**src/rtl/tiny_pkg.sv**
```systemverilog
// ====================
// tiny_pkg: opcodes, instruction layouts and peripheral map of the tiny core
// ====================
`default_nettype none

package tiny_pkg;

    // opcode lives in the top nibble of every instruction
    // code zero halts, so an unloaded word stops the core
    typedef enum logic [3:0] {
        OP_HALT = 4'h0,
        OP_ADDI = 4'h1,
        OP_ADD  = 4'h2,
        OP_LW   = 4'h3,
        OP_SW   = 4'h4,
        OP_BNEZ = 4'h5
    } opcode_e;

    // register to register and register to immediate arithmetic
    typedef struct packed {
        opcode_e     opcode;
        logic [2:0]  rd;
        logic [2:0]  rs;
        logic [2:0]  rt;
        logic [2:0]  pad;
        logic [15:0] imm;
    } alu_fmt_t;

    // loads, stores and the conditional branch
    typedef struct packed {
        opcode_e     opcode;
        logic [2:0]  base;
        logic [2:0]  rt;
        logic [5:0]  pad;
        logic [15:0] offset;
    } mem_fmt_t;

    typedef union packed {
        alu_fmt_t alu;
        mem_fmt_t mem;
    } instr_u;

    localparam logic [31:0] STDOUT_ADDR = 32'h0000_F000;
    localparam logic [31:0] EXIT_ADDR   = 32'h0000_F004;

    // value of address bits 15:12 that selects the peripheral region
    localparam logic [3:0]  PERIPH_PAGE = 4'hF;

endpackage

`default_nettype wire
```
**src/rtl/tiny_core.sv**
```systemverilog
// ====================
// tiny_core: multi-cycle core for the six-instruction word ISA,
// with separate instruction and data request ports
// ====================
`default_nettype none

module tiny_core #(
    parameter logic [31:0] BOOT_ADDR = 32'h0000_0000
) (
    input  wire logic        clk_i,
    input  wire logic        arst_n_i,
    input  wire logic        fetch_enable_i,

    output logic             instr_req_o,
    output logic      [31:0] instr_addr_o,
    input  wire logic        instr_gnt_i,
    input  wire logic        instr_rvalid_i,
    input  wire logic [31:0] instr_rdata_i,

    output logic             data_req_o,
    output logic      [31:0] data_addr_o,
    output logic             data_we_o,
    output logic      [31:0] data_wdata_o,
    input  wire logic        data_gnt_i,
    input  wire logic        data_rvalid_i,
    input  wire logic [31:0] data_rdata_i,

    output logic             halted_o
);
    import tiny_pkg::*;

    localparam logic [2:0] S_IDLE       = 3'd0;
    localparam logic [2:0] S_FETCH_REQ  = 3'd1;
    localparam logic [2:0] S_FETCH_WAIT = 3'd2;
    localparam logic [2:0] S_EXEC       = 3'd3;
    localparam logic [2:0] S_DATA_REQ   = 3'd4;
    localparam logic [2:0] S_DATA_WAIT  = 3'd5;
    localparam logic [2:0] S_HALTED     = 3'd6;

    logic [2:0]  state_q, state_d;
    logic [31:0] pc_q, pc_d;
    instr_u      instr_q;
    opcode_e     opcode;
    logic        is_mem_fmt;
    logic [2:0]  next_fetch;
    logic [31:0] op_a;
    logic [31:0] op_b;
    logic [31:0] alu_imm;
    logic [31:0] mem_offset;
    logic [31:0] alu_result;
    logic        rf_we;
    logic [2:0]  rf_waddr;
    logic [31:0] rf_wdata;

    assign opcode     = instr_q.alu.opcode;
    assign is_mem_fmt = (opcode == OP_LW) || (opcode == OP_SW) || (opcode == OP_BNEZ);

    // operand a is rs or base, operand b is rt in either layout
    reg_file u_reg_file (
        .clk_i     (clk_i),
        .arst_n_i  (arst_n_i),
        .raddr_a_i (is_mem_fmt ? instr_q.mem.base : instr_q.alu.rs),
        .raddr_b_i (is_mem_fmt ? instr_q.mem.rt : instr_q.alu.rt),
        .rdata_a_o (op_a),
        .rdata_b_o (op_b),
        .we_i      (rf_we),
        .waddr_i   (rf_waddr),
        .wdata_i   (rf_wdata)
    );

    assign alu_imm    = {{16{instr_q.alu.imm[15]}}, instr_q.alu.imm};
    assign mem_offset = {{16{instr_q.mem.offset[15]}}, instr_q.mem.offset};
    assign alu_result = op_a + ((opcode == OP_ADD) ? op_b : alu_imm);

    // arithmetic retires in execute, a load when its data comes back
    assign rf_we    = ((state_q == S_EXEC) && ((opcode == OP_ADDI) || (opcode == OP_ADD))) ||
                      ((state_q == S_DATA_WAIT) && data_rvalid_i && (opcode == OP_LW));
    assign rf_waddr = (opcode == OP_LW) ? instr_q.mem.rt : instr_q.alu.rd;
    assign rf_wdata = (opcode == OP_LW) ? data_rdata_i : alu_result;

    // operands come straight from the register file, which holds still
    // while a data request waits for its grant
    assign data_req_o   = (state_q == S_DATA_REQ);
    assign data_addr_o  = op_a + mem_offset;
    assign data_we_o    = (opcode == OP_SW);
    assign data_wdata_o = op_b;

    assign instr_req_o  = (state_q == S_FETCH_REQ);
    assign instr_addr_o = pc_q;
    assign halted_o     = (state_q == S_HALTED);

    assign next_fetch = fetch_enable_i ? S_FETCH_REQ : S_IDLE;

    always_comb begin
        state_d = state_q;
        pc_d    = pc_q;
        case (state_q)
            S_IDLE: begin
                if (fetch_enable_i) begin
                    state_d = S_FETCH_REQ;
                end
            end
            S_FETCH_REQ: begin
                if (instr_gnt_i) begin
                    state_d = S_FETCH_WAIT;
                end
            end
            S_FETCH_WAIT: begin
                if (instr_rvalid_i) begin
                    state_d = S_EXEC;
                end
            end
            S_EXEC: begin
                case (opcode)
                    OP_ADDI, OP_ADD: begin
                        pc_d    = pc_q + 32'd4;
                        state_d = next_fetch;
                    end
                    OP_LW, OP_SW: begin
                        state_d = S_DATA_REQ;
                    end
                    OP_BNEZ: begin
                        // offset counts words from this instruction
                        pc_d    = (op_b != 32'h0) ? pc_q + {mem_offset[29:0], 2'b00}
                                                  : pc_q + 32'd4;
                        state_d = next_fetch;
                    end
                    default: begin
                        state_d = S_HALTED;
                    end
                endcase
            end
            S_DATA_REQ: begin
                if (data_gnt_i) begin
                    state_d = S_DATA_WAIT;
                end
            end
            S_DATA_WAIT: begin
                if (data_rvalid_i) begin
                    pc_d    = pc_q + 32'd4;
                    state_d = next_fetch;
                end
            end
            S_HALTED: begin
                state_d = S_HALTED;
            end
            default: begin
                state_d = S_IDLE;
            end
        endcase
    end

    always_ff @(posedge clk_i or negedge arst_n_i) begin
        if (!arst_n_i) begin
            state_q <= S_IDLE;
            pc_q    <= BOOT_ADDR;
        end else begin
            state_q <= state_d;
            pc_q    <= pc_d;
        end
    end

    always_ff @(posedge clk_i) begin
        if ((state_q == S_FETCH_WAIT) && instr_rvalid_i) begin
            instr_q <= instr_rdata_i;
        end
    end

endmodule

`default_nettype wire

```
**src/rtl/reg_file.sv**
```systemverilog
// ====================
// reg_file: eight 32-bit registers, two read ports and one write port
// ====================
`default_nettype none

module reg_file (
    input  wire logic        clk_i,
    input  wire logic        arst_n_i,
    input  wire logic [2:0]  raddr_a_i,
    input  wire logic [2:0]  raddr_b_i,
    output logic      [31:0] rdata_a_o,
    output logic      [31:0] rdata_b_o,
    input  wire logic        we_i,
    input  wire logic [2:0]  waddr_i,
    input  wire logic [31:0] wdata_i
);

    logic [7:0][31:0] regs_q;

    // register 0 is never written, so it keeps its reset value of zero
    always_ff @(posedge clk_i or negedge arst_n_i) begin
        if (!arst_n_i) begin
            regs_q <= '0;
        end else if (we_i && (waddr_i != 3'd0)) begin
            regs_q[waddr_i] <= wdata_i;
        end
    end

    assign rdata_a_o = (raddr_a_i == 3'd0) ? 32'h0 : regs_q[raddr_a_i];
    assign rdata_b_o = (raddr_b_i == 3'd0) ? 32'h0 : regs_q[raddr_b_i];

endmodule

`default_nettype wire

```
**config.mk**
```make
export PLATFORM = sky130hd
export DESIGN_NAME = tiny_core
export DESIGN_NICKNAME = d
export VERILOG_FILES = /design/src/rtl/tiny_pkg.sv /design/src/rtl/tiny_core.sv /design/src/rtl/reg_file.sv
export SDC_FILE = /design/constraint.sdc
export NUM_CORES = 1
export LEC_CHECK = 0
export CAP_MARGIN = 0
export CORE_ASPECT_RATIO = 0.6
export CORE_MARGIN = 1
export CORE_UTILIZATION = 40
export CTS_CLUSTER_DIAMETER = 30
export CTS_CLUSTER_SIZE = 40
export DETAILED_ROUTE_END_ITERATION = 7
export DONT_BUFFER_PORTS = 1
export GPL_TIMING_DRIVEN = 0
export MAX_ROUTING_LAYER = met4
export PLACE_DENSITY_LB_ADDON = 0.05
export SLEW_MARGIN = 15
export SYNTH_ARGS = -nofsm -noshare
export SYNTH_HDL_FRONTEND = slang
export SYNTH_SLANG_ARGS = --single-unit
```
**constraint.sdc**
```tcl
create_clock -name clk_i -period 7.7 [get_ports clk_i]
set_input_delay 0.385 -clock clk_i [delete_from_list [all_inputs] [get_ports clk_i]]
set_output_delay 0.385 -clock clk_i [all_outputs]
set_load 0.05 [all_outputs]
```
After elaboration in Yosys (flattened, before gate mapping)
Index checks and enable logic that the tools add are counted.
{"block": "classes", "n_addsub": 4, "multipliers": 0, "div": 0, "n_lt_le_gt_ge": 4, "eq_ne": 17, "n_shift": 0, "mux": 26, "bitwise_logic": 0, "n_reduce_logical": 21}
{"cell": "two-way mux 32 bit", "count": 9}
{"cell": "bitwise mux 256 bit", "count": 1}
{"cell": "binary-select mux 32 bit (select 3 bit)", "count": 2}
{"cell": "case mux 32 bit (2 select lines)", "count": 2}
{"cell": "adder 32 bit", "count": 3}
{"cell": "demux 32 bit (select 3 bit)", "count": 1}
{"cell": "adder 32 x 3 -> 32 bit, second input constant", "count": 1}
{"cell": "nonzero test 32 bit", "count": 1}
{"cell": "two-way mux 3 bit", "count": 8}
{"cell": "case mux 3 bit (7 select lines)", "count": 1}
{"cell": "less-than comparator 3 x 4 -> 1 bit, second input constant", "count": 3}
{"cell": "== test 3 bit, second input constant", "count": 3}
{"cell": "logical NOT 3 bit", "count": 3}
{"cell": "== test 4 x 2 -> 1 bit, second input constant", "count": 2}
{"cell": "== test 4 x 3 -> 1 bit, second input constant", "count": 2}
{"cell": "== test 3 x 2 -> 1 bit, second input constant", "count": 2}
{"cell": "logical AND 1 bit", "count": 6}
{"cell": "!= test 2 bit, second input constant", "count": 3}
{"cell": "case mux 3 bit (2 select lines)", "count": 1}
{"cell": "AND reduction 5 bit", "count": 1}
{"cell": "== test 4 x 1 -> 1 bit, second input constant", "count": 1}
{"cell": "logical OR 1 bit", "count": 4}
{"cell": "!= test 2 x 1 -> 1 bit, second input constant", "count": 2}
{"cell": "OR reduction 2 bit", "count": 2}
{"cell": "other kinds (8)", "count": 8}
{"block": "word_totals", "regBits": 323, "latch_bits": 0, "ramBits": 0, "mem_bits_ro": 0, "inputBits": 71, "out_inout_bits": 100, "mem_count": 0}

Depth between registers and ports, before layout
Gate-level depths: netlist (run 1).
{"block": "logic_depth", "ltp_word": 11, "mapped_depth": 31, "mapped_depth_nobuf": 23}

Cells and area by module
A second synthesis (run 1) with hierarchy kept.
{"block": "unflattened", "cells_unflattened": 1992, "hier_area_um2": 20860.0}
{"mod": "reg_file", "instances": 1, "cells_per_inst": 872, "area_per_inst_um2": 12291.8, "seq_area_each_um2": 5605.4}
{"mod": "tiny_core", "instances": 1, "cells_per_inst": 1120, "area_per_inst_um2": 8568.2, "seq_area_each_um2": 1696.6}

Worst setup path before layout (run 1)
No wires, ideal clock.
{"block": "synth_path", "path_kind": "register to register", "from": "register instr_q[30] in the netlist's numbering", "to": "register u_reg_file.regs_q[127] in the netlist's numbering", "setup_ns": 0.067, "arrival_time_ns": 6.644, "t_required_ns": 7.633, "setup_slack_ns": 0.989, "stages_incl_launch_ff": 25, "n_path_buf": 6, "synth_period_minus_slack_ns": 6.711, "cell_sequence": "edfxtp_1 buf_4 nand2b_1 buf_4 a32o_1 nor2_4 buf_2 buf_2 buf_1 buf_1 nand2_1 a21oi_1 a21oi_1 o21ai_0 a21o_1 ha_1 a21oi_1 maj3_2 o311ai_4 a41oi_2 o311a_4 o31a_4 or2_4 a221oi_2 a22o_1"}
{"block": "synth_between", "elab_chain_len": 11}
{"item": "from (decl)", "line_no": "tiny_core.sv:42", "source": "instr_u instr_q;"}
{"item": "from (signal assigned)", "line_no": "tiny_core.sv:165", "source": "instr_q <= instr_rdata_i;"}
{"item": "== test 4 x 2 -> 1 bit / == test 4 x 3 -> 1 bit (equally long branches)", "line_no": "tiny_core.sv:56", "source": "assign is_mem_fmt = (opcode == OP_LW) || (opcode == OP_SW) || (opcode == OP_BNEZ);"}
{"item": "logical OR 1 bit", "line_no": "tiny_core.sv:56"}
{"item": "logical OR 1 bit *", "line_no": "tiny_core.sv:56"}
{"item": "two-way mux 3 bit *", "line_no": "tiny_core.sv:63", "source": ".raddr_b_i (is_mem_fmt ? instr_q.mem.rt : instr_q.alu.rt),"}
{"item": "binary-select mux 32 bit (select 3 bit)", "line_no": "reg_file.sv:30", "source": "assign rdata_b_o = (raddr_b_i == 3'd0) ? 32'h0 : regs_q[raddr_b_i];"}
{"item": "two-way mux 32 bit (not written as such)", "line_no": "reg_file.sv:30"}
{"item": "two-way mux 32 bit *", "line_no": "reg_file.sv:30"}
{"item": "net data_wdata_o[1]", "line_no": "tiny_core.sv:23", "source": "output logic [31:0] data_wdata_o,"}
{"item": "two-way mux 32 bit *", "line_no": "tiny_core.sv:73", "source": "assign alu_result = op_a + ((opcode == OP_ADD) ? op_b : alu_imm);"}
{"item": "adder 32 bit *", "line_no": "tiny_core.sv:73"}
{"item": "two-way mux 32 bit *", "line_no": "tiny_core.sv:79", "source": "assign rf_wdata = (opcode == OP_LW) ? data_rdata_i : alu_result;"}
{"item": "bitwise mux 256 bit *", "line_no": "reg_file.sv:25", "source": "regs_q[waddr_i] <= wdata_i;"}
{"item": "to (signal, indexed assignment)", "line_no": "reg_file.sv:25"}
{"item": "to (decl)", "line_no": "reg_file.sv:18", "source": "logic [7:0][31:0] regs_q;"}
The timed path passes the listed nets; every way through them passes the cells marked *. The select of a mux whose other input is x is not followed.
A chain may end at the register's enable or synchronous reset.

Worst setup path after layout (run 1)
{"block": "layout_path", "from": "register instr_q[30] in the netlist's numbering", "to": "register u_reg_file.regs_q[176] in the netlist's numbering"}
Same word-level chain as after synthesis.

==> results.ini, run 1 <==
[placement]
globalplace.congestion = 1.07
place_inst = 3613
dp_hpwl_mm = 86.2
port_buffers = 0
dp_slack_ps = -1410

[route]
routedWlPerCell_um = 30.2
ant_nets = 0
dr.pass1.iters = 6
drc = 0
routed_wl_mm = 114
via_per_inst = 6.52
first_iter_violations = 3751
vias = 24700

[logic_synthesis]
yosys-top-cells-area = dfrtp_1 30%, nand2_1 10%, o21ai_0 5.8%, a21oi_1 5.1%, nand3_1 4.6%
synth_area_leader_cell = dfrtp_1
netlist_instances = 2869
synth_seq_cells = 290
synth_fa_ha_area_frac = 0.0531
synthSimpleGateAreaFrac = 0.259
synthArstFlopShare = 0.900
syn_area_per_cell_um2 = 7.70
netlist_area_um2 = 22100
yosysWarnings = 0
synth_edf_count = 29
yosysUniqueCellTypes = 103
synthMuxAreaShare = 0.0356
synth_ff_type = dfrtp_1
seq_area_frac_synth = 0.335
synth_compound_area_frac = 0.234
yosysTopAreaCellShare = 0.296
synth_top_family_by_area = simple AND/OR/NAND/NOR gates
synthXorXnorAreaFrac = 0.0373

[global_routing]
grt_usage = 0.411
grt_pass1_wl_mm = 162
grt_max_degree = 262
grt_overflow = 0
antenna_found_initial = 10
grt_pass1_vias = 22500

[worst_setup_path]
crit_fanout = 19
rr_startpoint = instr_q[30]
reg2reg_depth = 23
cp-end-kind = flop
cp-start-kind = flop
path_delay_family = buffers and inverters
crit_slowest_cell = mux2i_2
r2r-end = u_reg_file.regs_q[176]
arrival_ps = 8310
path_class = reg2reg
cp.required_ps = 8200
critical_path_buf_inv_count = 6
reg2reg_slack_ps = -110
cp.depth = 23
cp_cell_sequence = buf_4 -> nor2_1 -> a221o_1 -> or2_2 -> clkbuf_1 -> clkbuf_1 -> clkbuf_4 -> clkbuf_2 -> nand3_1 -> o21ai_2 -> nand2_1 -> nand2_1 -> ha_1 -> inv_1 -> fa_1 -> maj3_1 -> o221ai_1 -> a211o_1 -> and3_1 -> o21ai_0 -> mux2i_2 -> nor2_1 -> mux2_2
slowest_delay_ps = 630

[timing]
finalClockSkew_ps = 36.5
fmax_mhz = 128
fin_crit_ps = 7810
period_share = 1.01
hold_viol = 0
maxSlewViolCount = 0
slew-limit-headroom = 0.103
setup_viol = 4
worstMarginPinSlew_ps = 1330
setup_ws_ps = -109

[floorplanning]
dieWidth_um = 305
die_h_um = 184
core_um2 = 54300
die_area_um2 = 56200
io_pins = 171
initial_core_util = 0.407
rows = 66

[cells_and_area]
syn_to_final_growth_pct = 21.1
final_cells = 3787
finish.utilization = 0.492
drive_gt1_frac = 0.134
layout_commonest_cell = nand2_1
finalNetCount = 3148
layout_common_cells = 606 x nand2_1, 261 x dfrtp_1, 231 x o21ai_0, 221 x a21oi_1, 204 x nand3_1

[clock_network]
cts_sinks = 290
ctsHtreeMaxLevel = 3
cts_buffers = 71
clk_latency_ps = 630
clk_pin_slew_ps = 50
clockBufferDepth = 3
cts_tree = done
root_buffer = clkbuf_16

[pwr]
power.density_nw_per_um2 = 395
peakVddDrop_uv = 289
p_leak_nw = 11.3

[min_path]
hold_start = fetch_enable_i
hold_class = in2reg
hold_end = state_q[0]
min_path_cells = 3

[run_status]
violations = setup timing
status = complete, but fails checks

[job]
drv_cap = 0

[cell usage after synthesis (all sizes together) (14+ instances only)]
| master | instances |
|---|---|
| a21oi | 226 |
| or3 | 15 |
| xnor2 | 70 |
| nand2 | 609 |
| o21a | 14 |
| a21o | 38 |
| clkbuf | 142 |
| or2 | 17 |
| ha | 68 |
| xor2 | 24 |
| and3 | 48 |
| edfxtp | 29 |
| maj3 | 26 |
| nand3 | 204 |
| nor3 | 44 |
| and2 | 16 |
| a221oi | 29 |
| mux2i | 20 |
| dfrtp | 261 |
| o31ai | 20 |
| nor2b | 18 |
| nor2 | 182 |
| nand4 | 35 |
| buf | 55 |
| a211oi | 24 |
| mux2 | 52 |
| o21ai | 260 |
| a31oi | 33 |
| nor4 | 14 |
| inv | 61 |
[what timing repair did]
action,CTS,global route
buffers inserted,1,3
hold buffers,31,1
pin swaps,2,3
gates cloned,0,1
resized for setup,69,62
endpoints found under the hold margin,291,35
setup endpoints to repair,180,134
[registers in the layout, indices dropped and copies added (netlist names)]
signal             flops
state_q                3
instr_q               29
u_reg_file.regs_q    228
instr_addr_o          30
[through the flow]
| stage | instance area [µm²] | TNS, ps | hold slack, ps | total power, mW |
|---|---|---|---|---|
| floorplan | 22100 | 0 | 89.4 | 5.47 |
| CTS | 26400 | -7.95 | 60.2 | 10.3 |
| global route | 26800 | -45.0 | 92.5 | 10.9 |
| global placement | 23000 | -350420 | 94.0 | 6.87 |
| detailed placement | 23400 | -69580 | 95.4 | 7.00 |
| finish | 26800 | -312 | 67.9 | 10.6 |
[worst min-delay path, stage by stage]
cell and delay, ps:
o21ai_0 50, a221oi_1 70, a21o_1 150
[where the power goes]
part	switching, mW	internal [mW]	leakage [nW]
logic	3.39	1.40	6.27
clock network	1.05	2.11	1.19
registers	0.666	1.95	3.84
[worst max path at each step]
stage                           start  slack, ps                     end
after floorplan           instr_q[30]        990  u_reg_file.regs_q[127]
after global placement    instr_q[30]      -2360  u_reg_file.regs_q[243]
after detailed placement  instr_q[30]      -1410         data_addr_o[30]
after CTS                 instr_q[29]         -8         data_addr_o[30]
after global routing      instr_q[31]        -50         data_addr_o[31]
final                     instr_q[30]       -110  u_reg_file.regs_q[176]
[routing by layer]
layer,up-vias,part of all wire,track usage
met5,-,0,-
met4,0,0.034,0.145
met3,262,0.14,0.162
met2,1648,0.37,0.508
met1,12100,0.45,0.587
li1,10600,-,-
[kinds of logic (layout without fill, tap and decap cells)]
kind of cell / after synthesis / after routing
AOI/OAI and AO/OA: 802 / 802
xor gates and xnor gates: 94 / 94
adders and majority gates: 97 / 97
buffers and inverters: 258 / 449
DFF: 290 / 290
muxes: 72 / 72
other: 1 / 13
and+or+nand+nor: 1255 / 1256
[cell type report]
class	count	area [µm²]
repair buffers	68	708
clock buffers	82	1900
multi-input cells	2323	14100
clock inverters	47	574
plain buffers	191	900
well taps	714	893
flip-flops and latches	290	7400
fillers	5295	27600
diodes	11	27.5
inverters	61	229
Note: power is estimated with default switching activity, not from simulation.
==> inputs of run 2 (changes only) <==
CORE_MARGIN = 2   (was 1)
GPL_TIMING_DRIVEN = unset   (was 0)
clock period = 8.15 ns   (was 7.7 ns; I/O delays follow)
==> run 2 against run 1 <==
  * The flow now finishes without violations
  * Final area shrank 2.7%
  * Routed wire length decreased by 19%
  * Setup slack gained 490 ps
  * Count of clock-buffer cells in the layout shrank 2
  * Cell count is 3.2% lower
  * Power fell by 9.7%
  * Clock power is 6.3% lower
  * Critical path depth fell by 7
  * Clock skew increased by 1.9 ps
  * Largest power group unchanged
==> results.ini, run 2 (same netlist as run 1, synthesis figures left out) <==
[placement]
globalplace.congestion = 0.935
dp_slack_ps = 1160
port_buffers = 0
dp_hpwl_mm = 63.2
place_inst = 3499

[pwr]
peakVddDrop_uv = 142
p_leak_nw = 11.1
power.density_nw_per_um2 = 367

[worst_setup_path]
path_class = reg2out
cp_cell_sequence = and4bb_2 -> a211o_1 -> nor2_4 -> buf_4 -> a211oi_1 -> a221oi_1 -> a21oi_1 -> a311oi_1 -> a2111oi_0 -> nor3_1 -> a211oi_1 -> o31ai_1 -> o21bai_1 -> a21oi_1 -> xnor2_1 -> buf_4
arrival_ps = 7360
cp-start-kind = flop
reg2reg_depth = 20
slowest_delay_ps = 1070
rr_startpoint = instr_q[29]
path_delay_family = compound AO/OA/AOI/OAI gates
cp.required_ps = 7740
crit_slowest_cell = edfxtp_1
r2r-end = u_reg_file.regs_q[243]
reg2reg_slack_ps = 860
crit_fanout = 31
cp-end-kind = output pin
critical_path_buf_inv_count = 2

[timing]
setup_ws_ps = 382
setup_viol = 0
rsz0062_at_grt = no
fin_crit_ps = 7770
worstMarginPinSlew_ps = 1300
maxSlewViolCount = 0
hold_viol = 0
tns_ps = 0
slew-limit-headroom = 0.127
fmax_mhz = 129
period_share = 0.953
finalClockSkew_ps = 38.4

[min_path]
min_path_cells = 2
hold_end = u_reg_file.regs_q[254]
hold_start = data_rdata_i[30]
hold_class = in2reg

[cells_and_area]
layout_commonest_cell = nand2_1
seqCellArea_um2 = 7400
largest-register = u_reg_file.regs_q
syn_to_final_growth_pct = 17.8
finalNetCount = 3032
largest_reg_flops = 228
drive_gt1_frac = 0.126
multi_input_area_um2 = 13800
final_cells = 3667
layout_common_cells = 604 x nand2_1, 261 x dfrtp_1, 243 x o21ai_0, 226 x a21oi_1, 203 x nand3_1
n_fill_cell = 5267

[global_routing]
grt_usage = 0.330
grt_pass1_wl_mm = 138
grt_overflow = 0
grt_max_degree = 262
antenna_found_initial = 5
grt_pass1_vias = 21100

[floorplanning]
rows = 66
die_area_um2 = 57200
initial_core_util = 0.407
dieWidth_um = 307
core_um2 = 54300
io_pins = 171
die_h_um = 186

[route]
first_iter_violations = 3010
ant_nets = 0
dr.pass1.iters = 6
routedWlPerCell_um = 25.2
routed_wl_mm = 92.3
drc = 0
via_per_inst = 6.22
vias = 22800

[clock_network]
cts_resized = 0
clockBufferDepth = 3
root_buffer = clkbuf_16
ctsHtreeMaxLevel = 3
cts_tree = done
cts_sinks = 290
clk_latency_ps = 630
clk_pin_slew_ps = 40
cts_buffers = 70

[job]
drv_cap = 0

[run_status]
status = completed

run 2: cell types whose count changed in the layout (fill, tap and decap cells not counted), moves of 12 or more:
cell | previous run | this run
buf_2 | 24 | 0
buf_4 | 21 | 110
buf_6 | 19 | 0
clkbuf_1 | 117 | 6
clkbuf_2 | 27 | 0
clkbuf_4 | 14 | 0
o21ai_0 | 231 | 243
run 2: worst max-delay path by stage:
stage / start / end / slack [ps] / depth (start not counted)
after floorplan: instr_q[30] / u_reg_file.regs_q[127] / 1440 / 24
after global placement: instr_q[29] / data_addr_o[30] / 1170 / 21
after detailed placement: instr_q[29] / u_reg_file.regs_q[147] / 1160 / 20
after CTS: instr_q[29] / data_addr_o[30] / 490 / 16
after global routing: instr_q[29] / data_addr_o[30] / 30 / 16
final: instr_q[29] / data_addr_o[30] / 380 / 16
run 2: repair_timing:
item / 4_1_cts / 5_1_grt
endpoints found under the hold margin: 291 / 107
hold buffers: 31 / 1
buffers inserted: 0 / 0
run 2: area by class of cell:
cell class,instances,share of cell area
repair buffers,145,0.0473
well taps,714,0.0343
inverters,61,0.00880
clock inverters,49,0.0248
clock buffers,80,0.0703
diodes,6,0.000577
multi-input cells,2322,0.529
flip-flops and latches,290,0.284
run 2: power breakdown:
part	internal [mW]	total, mW	switching, mW
clock network	1.93	2.96	1.03
logic	1.33	4.15	2.82
registers	1.84	2.44	0.604
total	5.09	9.55	4.45
run 2: stage by stage:
step / power [mW] / utilization / cell area [µm²] / hold WS, ps
final: 9.55 / 0.479 / 26000 / 83.3
after CTS: 9.46 / 0.478 / 26000 / 59.3
after global placement: 6.39 / 0.426 / 23200 / 121
after floorplan: 5.17 / - / 22100 / 112
after global routing: 9.99 / 0.479 / 26000 / 92.8
after detailed placement: 6.45 / 0.426 / 23200 / 121
run 2: metal layers:
| metal | part of all wire | GRT usage |
|---|---|---|
| met3 | 0.10 | 0.0722 |
| met1 | 0.47 | 0.486 |
| met4 | 0.023 | 0.0878 |
| met5 | 0 | - |
| met2 | 0.40 | 0.451 |
